[src/include/ex16_macros.svh]
// Widths are fixed by the 16-bit encoding; changing them breaks the instruction formats
`ifndef EX16_MACROS_SVH
`define EX16_MACROS_SVH

////////////////////////////////////////////////////////////
// Datapath widths
////////////////////////////////////////////////////////////

`define EX16_DATA_W 16 // Data word and instruction word

// Register file
`define EX16_NREGS 16 // Register 0 reads as zero
`define EX16_REG_W 4  // Register index

// Instruction fields
`define EX16_OPC_W 4 // Top nibble of the word

`endif

[src/design/ex16_pkg.sv]
// Opcodes outside the enumeration are illegal; flag positions match the 3-bit flag register
`default_nettype none

`include "ex16_macros.svh"

package ex16_pkg;

    ////////////////////////////////////////////////////////////
    // Opcodes
    ////////////////////////////////////////////////////////////

    typedef enum logic [`EX16_OPC_W-1:0] {
        OPC_ADD = 4'd0,  // Saturating add
        OPC_SUB = 4'd1,  // Saturating subtract
        OPC_AND = 4'd2,
        OPC_NOR = 4'd3,
        OPC_SLL = 4'd4,  // Shift by immediate nibble
        OPC_SRL = 4'd5,
        OPC_SRA = 4'd6,
        OPC_LHB = 4'd10, // Load high byte
        OPC_LLB = 4'd11  // Load low byte
    } ex16_opc_e;

    // Bit positions inside the flag register
    typedef enum int unsigned {
        FLAG_N = 0, // Sign of result
        FLAG_V = 1, // Signed overflow
        FLAG_Z = 2  // Zero result
    } ex16_flag_e;

    ////////////////////////////////////////////////////////////
    // Instruction formats
    ////////////////////////////////////////////////////////////

    // Register ops
    typedef struct packed {
        ex16_opc_e             opcode;
        logic [`EX16_REG_W-1:0] rd;
        logic [`EX16_REG_W-1:0] rs;
        logic [`EX16_REG_W-1:0] rt;
    } ex16_rfmt_s;

    // Shifts reuse the rt slot as amount
    typedef struct packed {
        ex16_opc_e             opcode;
        logic [`EX16_REG_W-1:0] rd;
        logic [`EX16_REG_W-1:0] rs;
        logic [3:0]            shamt;
    } ex16_sfmt_s;

    // Load half ops where rd is also the source
    typedef struct packed {
        ex16_opc_e             opcode;
        logic [`EX16_REG_W-1:0] rd;
        logic [7:0]            imm8;
    } ex16_ifmt_s;

    // One word, three views
    typedef union packed {
        ex16_rfmt_s r;
        ex16_sfmt_s s;
        ex16_ifmt_s i;
    } ex16_instr_u;

endpackage

`default_nettype wire

[src/design/ex16_alu.sv]
// Combinational only; LHB, LLB and illegal codes give zero with an empty flag mask
`default_nettype none

`include "ex16_macros.svh"

module ex16_alu import ex16_pkg::*; (
    input  logic [`EX16_DATA_W-1:0] a,
    input  logic [`EX16_DATA_W-1:0] b,
    input  logic [3:0]              shamt,
    input  ex16_opc_e               op,
    output logic [`EX16_DATA_W-1:0] result,
    output logic [2:0]              flags,
    output logic [2:0]              flag_mask
);

    logic [`EX16_DATA_W-1:0] sum;
    logic [`EX16_DATA_W-1:0] diff;
    logic [`EX16_DATA_W-1:0] sat_val; // Clamp value picked from sign of a
    logic                    add_ovf;
    logic                    sub_ovf;
    logic                    ovf;

    ////////////////////////////////////////////////////////////
    // Saturating add and subtract
    ////////////////////////////////////////////////////////////

    assign sum  = a + b;
    assign diff = a - b;

    // Same signs in, other sign out
    assign add_ovf = (a[`EX16_DATA_W-1] == b[`EX16_DATA_W-1]) &&
                     (sum[`EX16_DATA_W-1] != a[`EX16_DATA_W-1]);
    // Opposite signs in, sign of a lost
    assign sub_ovf = (a[`EX16_DATA_W-1] != b[`EX16_DATA_W-1]) &&
                     (diff[`EX16_DATA_W-1] != a[`EX16_DATA_W-1]);

    // Negative a overflows downward
    assign sat_val = a[`EX16_DATA_W-1] ? {1'b1, {(`EX16_DATA_W-1){1'b0}}}
                                       : {1'b0, {(`EX16_DATA_W-1){1'b1}}};

    always_comb begin
        result    = '0;
        ovf       = 1'b0;
        flag_mask = '0;
        case (op)
            OPC_ADD: begin
                result    = add_ovf ? sat_val : sum;
                ovf       = add_ovf;
                flag_mask = 3'b111; // Z, V and N
            end
            OPC_SUB: begin
                result    = sub_ovf ? sat_val : diff;
                ovf       = sub_ovf;
                flag_mask = 3'b111;
            end
            OPC_AND: result = a & b;
            OPC_NOR: result = ~(a | b);
            OPC_SLL: result = a << shamt;
            OPC_SRL: result = a >> shamt;
            OPC_SRA: result = $signed(a) >>> shamt; // Sign fill
            default: result = '0;
        endcase
        // Logic and shift ops touch Z only
        if (op inside {OPC_AND, OPC_NOR, OPC_SLL, OPC_SRL, OPC_SRA})
            flag_mask[FLAG_Z] = 1'b1;
    end

    ////////////////////////////////////////////////////////////
    // Flags from the saturated result
    ////////////////////////////////////////////////////////////

    always_comb begin
        flags         = '0;
        flags[FLAG_Z] = (result == '0);
        flags[FLAG_V] = ovf;
        flags[FLAG_N] = result[`EX16_DATA_W-1];
    end

endmodule

`default_nettype wire

[src/design/ex16_decode.sv]
// Without forwarding, a source matching a pending write in decode or execute holds in_ready low
`default_nettype none

`include "ex16_macros.svh"

module ex16_decode import ex16_pkg::*; (
    input  logic                    clk,
    input  logic                    rst,
    // Instruction input
    input  logic                    in_valid,
    output logic                    in_ready,
    input  ex16_instr_u             in_instr,
    // Register file read
    output logic [`EX16_REG_W-1:0]  rf_a_idx,
    output logic [`EX16_REG_W-1:0]  rf_b_idx,
    input  logic [`EX16_DATA_W-1:0] rf_a,
    input  logic [`EX16_DATA_W-1:0] rf_b,
    // Execute register occupancy
    input  logic                    ex_valid,
    input  logic [`EX16_REG_W-1:0]  ex_rd,
    // To execute
    output logic                    dec_valid,
    input  logic                    dec_ready,
    output ex16_opc_e               dec_op,
    output logic [`EX16_REG_W-1:0]  dec_rd,
    output logic [`EX16_DATA_W-1:0] dec_a,
    output logic [`EX16_DATA_W-1:0] dec_b,
    output logic [7:0]              dec_imm8,
    output logic [3:0]              dec_shamt,
    output logic                    dec_illegal
);

    logic                   use_a;      // rs is read
    logic                   use_b;      // rt or rd is read
    logic                   is_lh;      // LHB or LLB
    logic                   illegal;
    logic [`EX16_REG_W-1:0] src_a;
    logic [`EX16_REG_W-1:0] src_b;
    logic                   haz_a;
    logic                   haz_b;
    logic                   accept;
    logic                   ex_wr_seen; // Mirrors ex_wr of the execute item

    ////////////////////////////////////////////////////////////
    // Field split and source select
    ////////////////////////////////////////////////////////////

    always_comb begin
        use_a   = 1'b0;
        use_b   = 1'b0;
        is_lh   = 1'b0;
        illegal = 1'b0;
        case (in_instr.r.opcode)
            OPC_ADD, OPC_SUB, OPC_AND, OPC_NOR: begin
                use_a = 1'b1;
                use_b = 1'b1;
            end
            OPC_SLL, OPC_SRL, OPC_SRA: use_a = 1'b1; // rt slot holds shamt
            OPC_LHB, OPC_LLB: begin
                use_b = 1'b1; // Old rd keeps the other byte
                is_lh = 1'b1;
            end
            default: illegal = 1'b1; // Reads nothing, never stalls
        endcase
    end

    assign src_a    = in_instr.r.rs;
    assign src_b    = is_lh ? in_instr.i.rd : in_instr.r.rt;
    assign rf_a_idx = src_a;
    assign rf_b_idx = src_b;

    ////////////////////////////////////////////////////////////
    // Hazard check against both stage registers
    ////////////////////////////////////////////////////////////

    // Register 0 never matches
    assign haz_a = use_a && (src_a != '0) &&
                   ((dec_valid && !dec_illegal && (dec_rd == src_a)) ||
                    (ex_valid && ex_wr_seen && (ex_rd == src_a)));
    assign haz_b = use_b && (src_b != '0) &&
                   ((dec_valid && !dec_illegal && (dec_rd == src_b)) ||
                    (ex_valid && ex_wr_seen && (ex_rd == src_b)));

    // Take a word when the slot frees and no source is in flight
    assign in_ready = (!dec_valid || dec_ready) && !(in_valid && (haz_a || haz_b));
    assign accept   = in_valid && in_ready;

    always_ff @(posedge clk) begin
        if (rst) begin
            dec_valid  <= 1'b0;
            ex_wr_seen <= 1'b0;
        end else begin
            if (accept)
                dec_valid <= 1'b1;
            else if (dec_ready)
                dec_valid <= 1'b0; // Item left, slot empty
            if (dec_valid && dec_ready)
                ex_wr_seen <= !dec_illegal; // Loads with the execute register
        end
    end

    // Payload
    always_ff @(posedge clk) begin
        if (accept) begin
            dec_op      <= in_instr.r.opcode;
            dec_rd      <= in_instr.r.rd;
            dec_a       <= rf_a;
            dec_b       <= rf_b;
            dec_imm8    <= in_instr.i.imm8;
            dec_shamt   <= in_instr.s.shamt;
            dec_illegal <= illegal;
        end
    end

endmodule

`default_nettype wire

[src/design/ex16_execute.sv]
// One-entry stage; ex_wr stays low for illegal ops and rd 0 so decode and result can trust it
`default_nettype none

`include "ex16_macros.svh"

module ex16_execute import ex16_pkg::*; (
    input  logic                    clk,
    input  logic                    rst,
    // From decode
    input  logic                    dec_valid,
    output logic                    dec_ready,
    input  ex16_opc_e               dec_op,
    input  logic [`EX16_REG_W-1:0]  dec_rd,
    input  logic [`EX16_DATA_W-1:0] dec_a,
    input  logic [`EX16_DATA_W-1:0] dec_b,
    input  logic [7:0]              dec_imm8,
    input  logic [3:0]              dec_shamt,
    input  logic                    dec_illegal,
    // To result
    output logic                    ex_valid,
    input  logic                    ex_ready,
    output logic [`EX16_REG_W-1:0]  ex_rd,
    output logic [`EX16_DATA_W-1:0] ex_data,
    output logic [2:0]              ex_flags,
    output logic [2:0]              ex_flag_mask,
    output logic                    ex_wr,
    output logic                    ex_illegal
);

    logic [`EX16_DATA_W-1:0] alu_result;
    logic [2:0]              alu_flags;
    logic [2:0]              alu_mask;
    logic [`EX16_DATA_W-1:0] lh_result; // Load-half merge
    logic [`EX16_DATA_W-1:0] op2_result;
    logic                    load;

    ex16_alu alu0 (
        .a         (dec_a),
        .b         (dec_b),
        .shamt     (dec_shamt),
        .op        (dec_op),
        .result    (alu_result),
        .flags     (alu_flags),
        .flag_mask (alu_mask)
    );

    ////////////////////////////////////////////////////////////
    // LHB / LLB merge and result select
    ////////////////////////////////////////////////////////////

    // dec_b carries the old rd value here
    assign lh_result = (dec_op == OPC_LHB) ? {dec_imm8, dec_b[7:0]}
                                           : {dec_b[15:8], dec_imm8};

    always_comb begin
        if ((dec_op == OPC_LHB) || (dec_op == OPC_LLB))
            op2_result = lh_result;  // Bypasses the ALU
        else
            op2_result = alu_result;
    end

    assign dec_ready = !ex_valid || ex_ready; // Empty or draining this edge
    assign load      = dec_valid && dec_ready;

    always_ff @(posedge clk) begin
        if (rst) begin
            ex_valid <= 1'b0;
            ex_wr    <= 1'b0;
        end else if (load) begin
            ex_valid <= 1'b1;
            ex_wr    <= !dec_illegal && (dec_rd != '0); // Register 0 dropped here
        end else if (ex_ready) begin
            ex_valid <= 1'b0;
            ex_wr    <= 1'b0;
        end
    end

    // Payload
    always_ff @(posedge clk) begin
        if (load) begin
            ex_rd        <= dec_rd;
            ex_data      <= op2_result;
            ex_flags     <= alu_flags;
            ex_flag_mask <= alu_mask; // Zero for illegal codes
            ex_illegal   <= dec_illegal;
        end
    end

endmodule

`default_nettype wire

[src/design/ex16_result.sv]
// Register file and flags update on the edge the output register loads; reads are combinational
`default_nettype none

`include "ex16_macros.svh"

module ex16_result (
    input  logic                    clk,
    input  logic                    rst,
    // Decode read ports
    input  logic [`EX16_REG_W-1:0]  rf_a_idx,
    input  logic [`EX16_REG_W-1:0]  rf_b_idx,
    output logic [`EX16_DATA_W-1:0] rf_a,
    output logic [`EX16_DATA_W-1:0] rf_b,
    // From execute
    input  logic                    ex_valid,
    output logic                    ex_ready,
    input  logic [`EX16_REG_W-1:0]  ex_rd,
    input  logic [`EX16_DATA_W-1:0] ex_data,
    input  logic [2:0]              ex_flags,
    input  logic [2:0]              ex_flag_mask,
    input  logic                    ex_wr,
    input  logic                    ex_illegal,
    // Retired results
    output logic                    res_valid,
    input  logic                    res_ready,
    output logic [`EX16_DATA_W-1:0] res_data,
    output logic [`EX16_REG_W-1:0]  res_rd,
    output logic [2:0]              res_flags,
    output logic                    res_illegal
);

    logic [`EX16_DATA_W-1:0] regs [`EX16_NREGS];
    logic [2:0]              flag_q;    // Z V N
    logic [2:0]              flag_next;
    logic                    load;

    ////////////////////////////////////////////////////////////
    // Register file
    ////////////////////////////////////////////////////////////

    // Entry 0 is never written so it reads zero
    assign rf_a = regs[rf_a_idx];
    assign rf_b = regs[rf_b_idx];

    assign ex_ready  = !res_valid || res_ready;
    assign load      = ex_valid && ex_ready;
    // Only masked bits change
    assign flag_next = (flag_q & ~ex_flag_mask) | (ex_flags & ex_flag_mask);

    always_ff @(posedge clk) begin
        if (rst) begin
            for (int i = 0; i < `EX16_NREGS; i++)
                regs[i] <= '0;
            flag_q    <= '0;
            res_valid <= 1'b0;
        end else if (load) begin
            if (ex_wr)
                regs[ex_rd] <= ex_data; // Low for illegal and rd 0
            flag_q    <= flag_next;
            res_valid <= 1'b1;
        end else if (res_ready) begin
            res_valid <= 1'b0; // Consumed, nothing behind it
        end
    end

    ////////////////////////////////////////////////////////////
    // Output register
    ////////////////////////////////////////////////////////////

    always_ff @(posedge clk) begin
        if (load) begin
            res_data    <= ex_data;
            res_rd      <= ex_rd;
            res_illegal <= ex_illegal;
        end
    end

    // Flag register only moves on a load, so it is this item's value
    assign res_flags = flag_q;

endmodule

`default_nettype wire

[src/design/ex16_top.sv]
// Three stages, no forwarding; a dependent instruction waits in front of decode
`default_nettype none

`include "ex16_macros.svh"

module ex16_top import ex16_pkg::*; (
    input  logic                    clk,
    input  logic                    rst,
    input  logic                    in_valid,
    output logic                    in_ready,
    input  logic [`EX16_DATA_W-1:0] in_instr,
    output logic                    res_valid,
    input  logic                    res_ready,
    output logic [`EX16_DATA_W-1:0] res_data,
    output logic [`EX16_REG_W-1:0]  res_rd,
    output logic [2:0]              res_flags,
    output logic                    res_illegal
);

    // Register file reads
    logic [`EX16_REG_W-1:0]  rf_a_idx;
    logic [`EX16_REG_W-1:0]  rf_b_idx;
    logic [`EX16_DATA_W-1:0] rf_a;
    logic [`EX16_DATA_W-1:0] rf_b;
    // Decode to execute
    logic                    dec_valid;
    logic                    dec_ready;
    ex16_opc_e               dec_op;
    logic [`EX16_REG_W-1:0]  dec_rd;
    logic [`EX16_DATA_W-1:0] dec_a;
    logic [`EX16_DATA_W-1:0] dec_b;
    logic [7:0]              dec_imm8;
    logic [3:0]              dec_shamt;
    logic                    dec_illegal;
    // Execute to result
    logic                    ex_valid;
    logic                    ex_ready;
    logic [`EX16_REG_W-1:0]  ex_rd;
    logic [`EX16_DATA_W-1:0] ex_data;
    logic [2:0]              ex_flags;
    logic [2:0]              ex_flag_mask;
    logic                    ex_wr;
    logic                    ex_illegal;

    ex16_decode decode0 (
        .clk, .rst, .in_valid, .in_ready, .in_instr,
        .rf_a_idx, .rf_b_idx, .rf_a, .rf_b,
        .ex_valid, .ex_rd,
        .dec_valid, .dec_ready, .dec_op, .dec_rd, .dec_a, .dec_b,
        .dec_imm8, .dec_shamt, .dec_illegal
    );

    ex16_execute execute0 (
        .clk, .rst,
        .dec_valid, .dec_ready, .dec_op, .dec_rd, .dec_a, .dec_b,
        .dec_imm8, .dec_shamt, .dec_illegal,
        .ex_valid, .ex_ready, .ex_rd, .ex_data, .ex_flags, .ex_flag_mask,
        .ex_wr, .ex_illegal
    );

    ex16_result result0 (
        .clk, .rst, .rf_a_idx, .rf_b_idx, .rf_a, .rf_b,
        .ex_valid, .ex_ready, .ex_rd, .ex_data, .ex_flags, .ex_flag_mask,
        .ex_wr, .ex_illegal,
        .res_valid, .res_ready, .res_data, .res_rd, .res_flags, .res_illegal
    );

endmodule

`default_nettype wire

[config.mk]
export PLATFORM = sky130hd
export DESIGN_NAME = ex16_top
export DESIGN_NICKNAME = d
export VERILOG_FILES = /design/src/design/ex16_pkg.sv /design/src/design/ex16_alu.sv /design/src/design/ex16_decode.sv /design/src/design/ex16_execute.sv /design/src/design/ex16_result.sv /design/src/design/ex16_top.sv
export VERILOG_INCLUDE_DIRS = /design/src /design/src/include
export SDC_FILE = /design/constraint.sdc
export NUM_CORES = 1
export LEC_CHECK = 0
export BUFFER_PORTS_ARGS = -buffer_cell sky130_fd_sc_hd__buf_2
export CORE_ASPECT_RATIO = 0.5
export CORE_MARGIN = 1
export CORE_UTILIZATION = 50
export DETAILED_ROUTE_END_ITERATION = 6
export PLACE_DENSITY_LB_ADDON = 0.2
export RECOVER_POWER = 100
export SYNTH_ARGS = -nofsm -noshare
export SYNTH_HDL_FRONTEND = slang
export SYNTH_HIERARCHICAL = 1
export SYNTH_SLANG_ARGS = --single-unit
export TNS_END_PERCENT = 5
[constraint.sdc]
create_clock -name clk -period 5.7 [get_ports clk]
set_input_delay 0.57 -clock clk [delete_from_list [all_inputs] [get_ports clk]]
set_output_delay 0.57 -clock clk [all_outputs]
set_load 0.05 [all_outputs]
==> metrics <==
outcome finished with violations; failing checks capacitance limit, slew limit; WL met2 between 30 and 40 mm; r2r endpoint result0/regs[14][0]$_SDFFCE_PN0P_; global-route wire length before repair 105 mm; Seq/Total Area, Yosys 49.2%; CP Cell Sequence clkbuf_1, inv_1, clkbuf_1, o31ai_2, clkbuf_2; num rows 53; IO Count 46; fraction of layout cells with a size suffix above 1 14.9%; Yosys top cell area share around 49%; Post-CTS Hold Fix Bufs 0; initial antenna violation count 1; Iter 0 DRT Violations about 2100; post-synthesis cell count 1768; Leakage roughly 7.9 nW; Die Y-Extent around 150 µm; die width 298 µm; largest net degree at the start of global routing 137; RSZ-0062 raised after global routing no; Final HPWL DP 49.1 mm; ANT cells 0; final period utilization 96.5%; final setup TNS 0 ps; # Post-CTS Setup Buffers 0; Main synth FF type edfxtp_1; clk slew on worst S/H paths 70 ps; Post-Synthesis Cell Area 21900 µm²; GP Congestion ~0.98; gr ovfl total 0; CTS tree built; CP Buf/Inv Count 4; YS warnings 6; total CTS buffers 34; die area ~45000 µm²; final hold vios 0; slowest stage delay, CP around 1400 ps; vias per cell 7.08; power density cells 289 nW/µm²; worst min-delay path class in2reg; DRT Pass-1 Iters 6; GRT Overall Usage 32.7%; slowest cell on the critical path o31ai_2; Syn Nets 1841; Clk pwr share 32.8%; WL/cell 31.3 µm; worst reg-to-reg path cell count 5; DRT met1 WL 30.0 mm; Root Buffer clkbuf_16; WP data arrival 5680 ps; # port buffers 45; hold slack roughly 350 ps; #FFs+latches synth 361; Max Clock Skew 32.5 ps; Startpoint Class register; Clock Path Buffers 3; relative slew slack -97.0%; Post-CTS Resized 0; Top delay family on crit path buffers and inverters; nature of the critical path endpoint register; critical setup path kind reg2reg; Final min period 5500 ps; core area 42500 µm²; Int Pwr approximately 4.7 mW; Worst Hold Depth 1; Sink Count approximately 360; area leader, netlist edfxtp_1; H-tree Lvls 2; total wire length 73.0 mm; Async SR Flop Fraction 0%; Switching Fraction 29.8%; Hold EP decode0/dec_op[0]$_DFFE_PP_; Mean Syn Cell Area 12.4 µm²; DRT antenna net count 0; via count 16510; Max-Cap Viols 20; Least-Margin Pin Slew 2960 ps; required time of the critical path ~6000 ps; placed cell area 22600 µm²; distinct cell type count after synthesis 92; Flop pwr share between 40% and 50%; Final Slew Violations 509; Critical Path Fanout Max 28; Crit Reg-Reg Startpoint execute0/ex_rd[2]$_DFFE_PP_; DRC 0; Combinational Power Share 20.0%; number of global-route vias before repair 15614; fmax 182 MHz; fin cells 2332; Area growth, synth to finish 6.48%; Synth area leaders edfxtp_1, mux4_2, nor3_1; nets 1807; Finished Cell Area roughly 23000 µm²; # setup viols final 0; worst vdd ir 183 µV; routed length on met3 8.45 mm; Placed Cells incl. Taps 2275; FF-to-FF setup slack 200 ps; Worst Min Path Start in_instr[12]; Max Used Layer met4; EDFF count, synth about 350; Clock Latency Late Sink 540 ps; crit-path most repeated cell clkbuf_1; initial core utilization 51.4%; Net Switching 2.00 mW
[worst register-to-register path: stages (launching register included)]
cell      delay [ps]
edfxtp_1         380
clkbuf_1        1340
inv_1            790
clkbuf_1         670
o31ai_2         1410
clkbuf_2         540
[worst max-delay path by stage]
stage	to	slack (ps)	cells past startpoint	startpoint
2_1_floorplan	execute0/ex_flags[2]$_DFFE_PP_	1080	19	decode0/dec_a[1]$_DFFE_PP_
3_3_place_gp	execute0/ex_flags[2]$_DFFE_PP_	530	19	decode0/dec_a[1]$_DFFE_PP_
3_5_place_dp	execute0/ex_flags[2]$_DFFE_PP_	440	19	decode0/dec_a[4]$_DFFE_PP_
4_1_cts	execute0/ex_flags[2]$_DFFE_PP_	430	19	decode0/dec_a[4]$_DFFE_PP_
5_1_grt	execute0/ex_flags[2]$_DFFE_PP_	80	19	decode0/dec_a[1]$_DFFE_PP_
6_report	result0/regs[14][0]$_SDFFCE_PN0P_	200	5	execute0/ex_rd[2]$_DFFE_PP_
[state kept, by name (all words and copies together), names as in the netlist, named ones only]
name	count
decode0/dec_valid	1
decode0/dec_illegal	1
result0/res_data	16
decode0/dec_rd	4
execute0/ex_flags	3
execute0/ex_illegal	1
decode0/dec_imm8	8
decode0/ex_wr_seen	1
result0/res_valid	1
result0/res_rd	4
execute0/ex_wr	1
result0/res_illegal	1
execute0/ex_flag_mask	3
execute0/ex_data	16
result0/regs	256
execute0/ex_rd	4
decode0/dec_op	4
decode0/dec_b	16
decode0/dec_a	16
execute0/ex_valid	1
[through the flow]
| stage | total power, mW | util, % | setup slack [ps] |
|---|---|---|---|
| after floorplan | 4.06 | - | 1080 |
| after global placement | 4.53 | 53.2 | 526 |
| after detailed placement | 4.54 | 53.2 | 439 |
| after CTS | 6.72 | 55.6 | 432 |
| after global routing | 6.92 | 54.7 | 79.5 |
| final | 6.72 | 54.7 | 200 |
[routing by layer]
metal	GRT usage (%)	vias to the layer above
met5	0	-
met4	10.0	0
met3	8.39	161
met2	49.8	1063
met1	46.1	8366
li1	-	6920
[cell families (layout without fill, tap and decap cells)]
kind of cell	after synthesis	after routing	share of synthesized area (%)
xor gates and xnor gates	34	34	1.36
and+or+nand+nor	569	569	13.0
adders and majority gates	53	53	3.14
AOI/OAI and AO/OA	330	330	10.6
buffers and inverters	233	220	5.23
muxes	188	188	17.3
DFF	361	361	49.2
[power groups by stage]
| stage | Clock (mW) | Sequential (mW) | Combinational [mW] |
|---|---|---|---|
| floorplan | 0 | 3.17 | 0.885 |
| global placement | 0 | 3.21 | 1.32 |
| CTS | 2.23 | 3.16 | 1.32 |
| detailed placement | 0 | 3.22 | 1.32 |
| finish | 2.20 | 3.17 | 1.34 |
| global route | 2.33 | 3.18 | 1.40 |
[area by class of cell]
class                   count  area (µm²)
clock buffers              40         873
clock inverters            17         163
fillers                  3557       19200
inverters                  61         229
multi-input cells        1174       10000
flip-flops and latches    361       10800
well taps                 577         722
repair buffers            102         524
[cell usage after synthesis (26+ instances only)]
master	n
a22oi_1	65
inv_1	61
o22ai_1	27
nand2_1	125
o31ai_1	26
clkbuf_1	70
a21oi_1	49
ha_1	50
mux2i_1	33
o21ai_0	37
edfxtp_1	353
nor3_1	271
nor2_1	52
buf_2	53
mux4_2	121
[cells in the final DEF, fill, tap and decap left out, types with 17 or more instances in the layout]
cell type | synthesis | routed
mux2i_1 | 33 | 33
xnor2_1 | 20 | 20
o21ai_0 | 37 | 45
mux4_2 | 121 | 121
a22oi_1 | 65 | 65
nand2_1 | 125 | 124
mux4_1 | 21 | 21
nor3_1 | 271 | 271
ha_1 | 50 | 50
inv_1 | 61 | 60
edfxtp_1 | 353 | 353
o22ai_1 | 27 | 27
o31ai_1 | 26 | 20
a21oi_1 | 49 | 49
o211ai_1 | 17 | 17
nor2_1 | 52 | 51
buf_4 | 20 | 29
nor2b_1 | 18 | 19
clkbuf_1 | 70 | 67
clkbuf_16 | 0 | 34
Note: power is estimated with default switching activity, not from simulation.
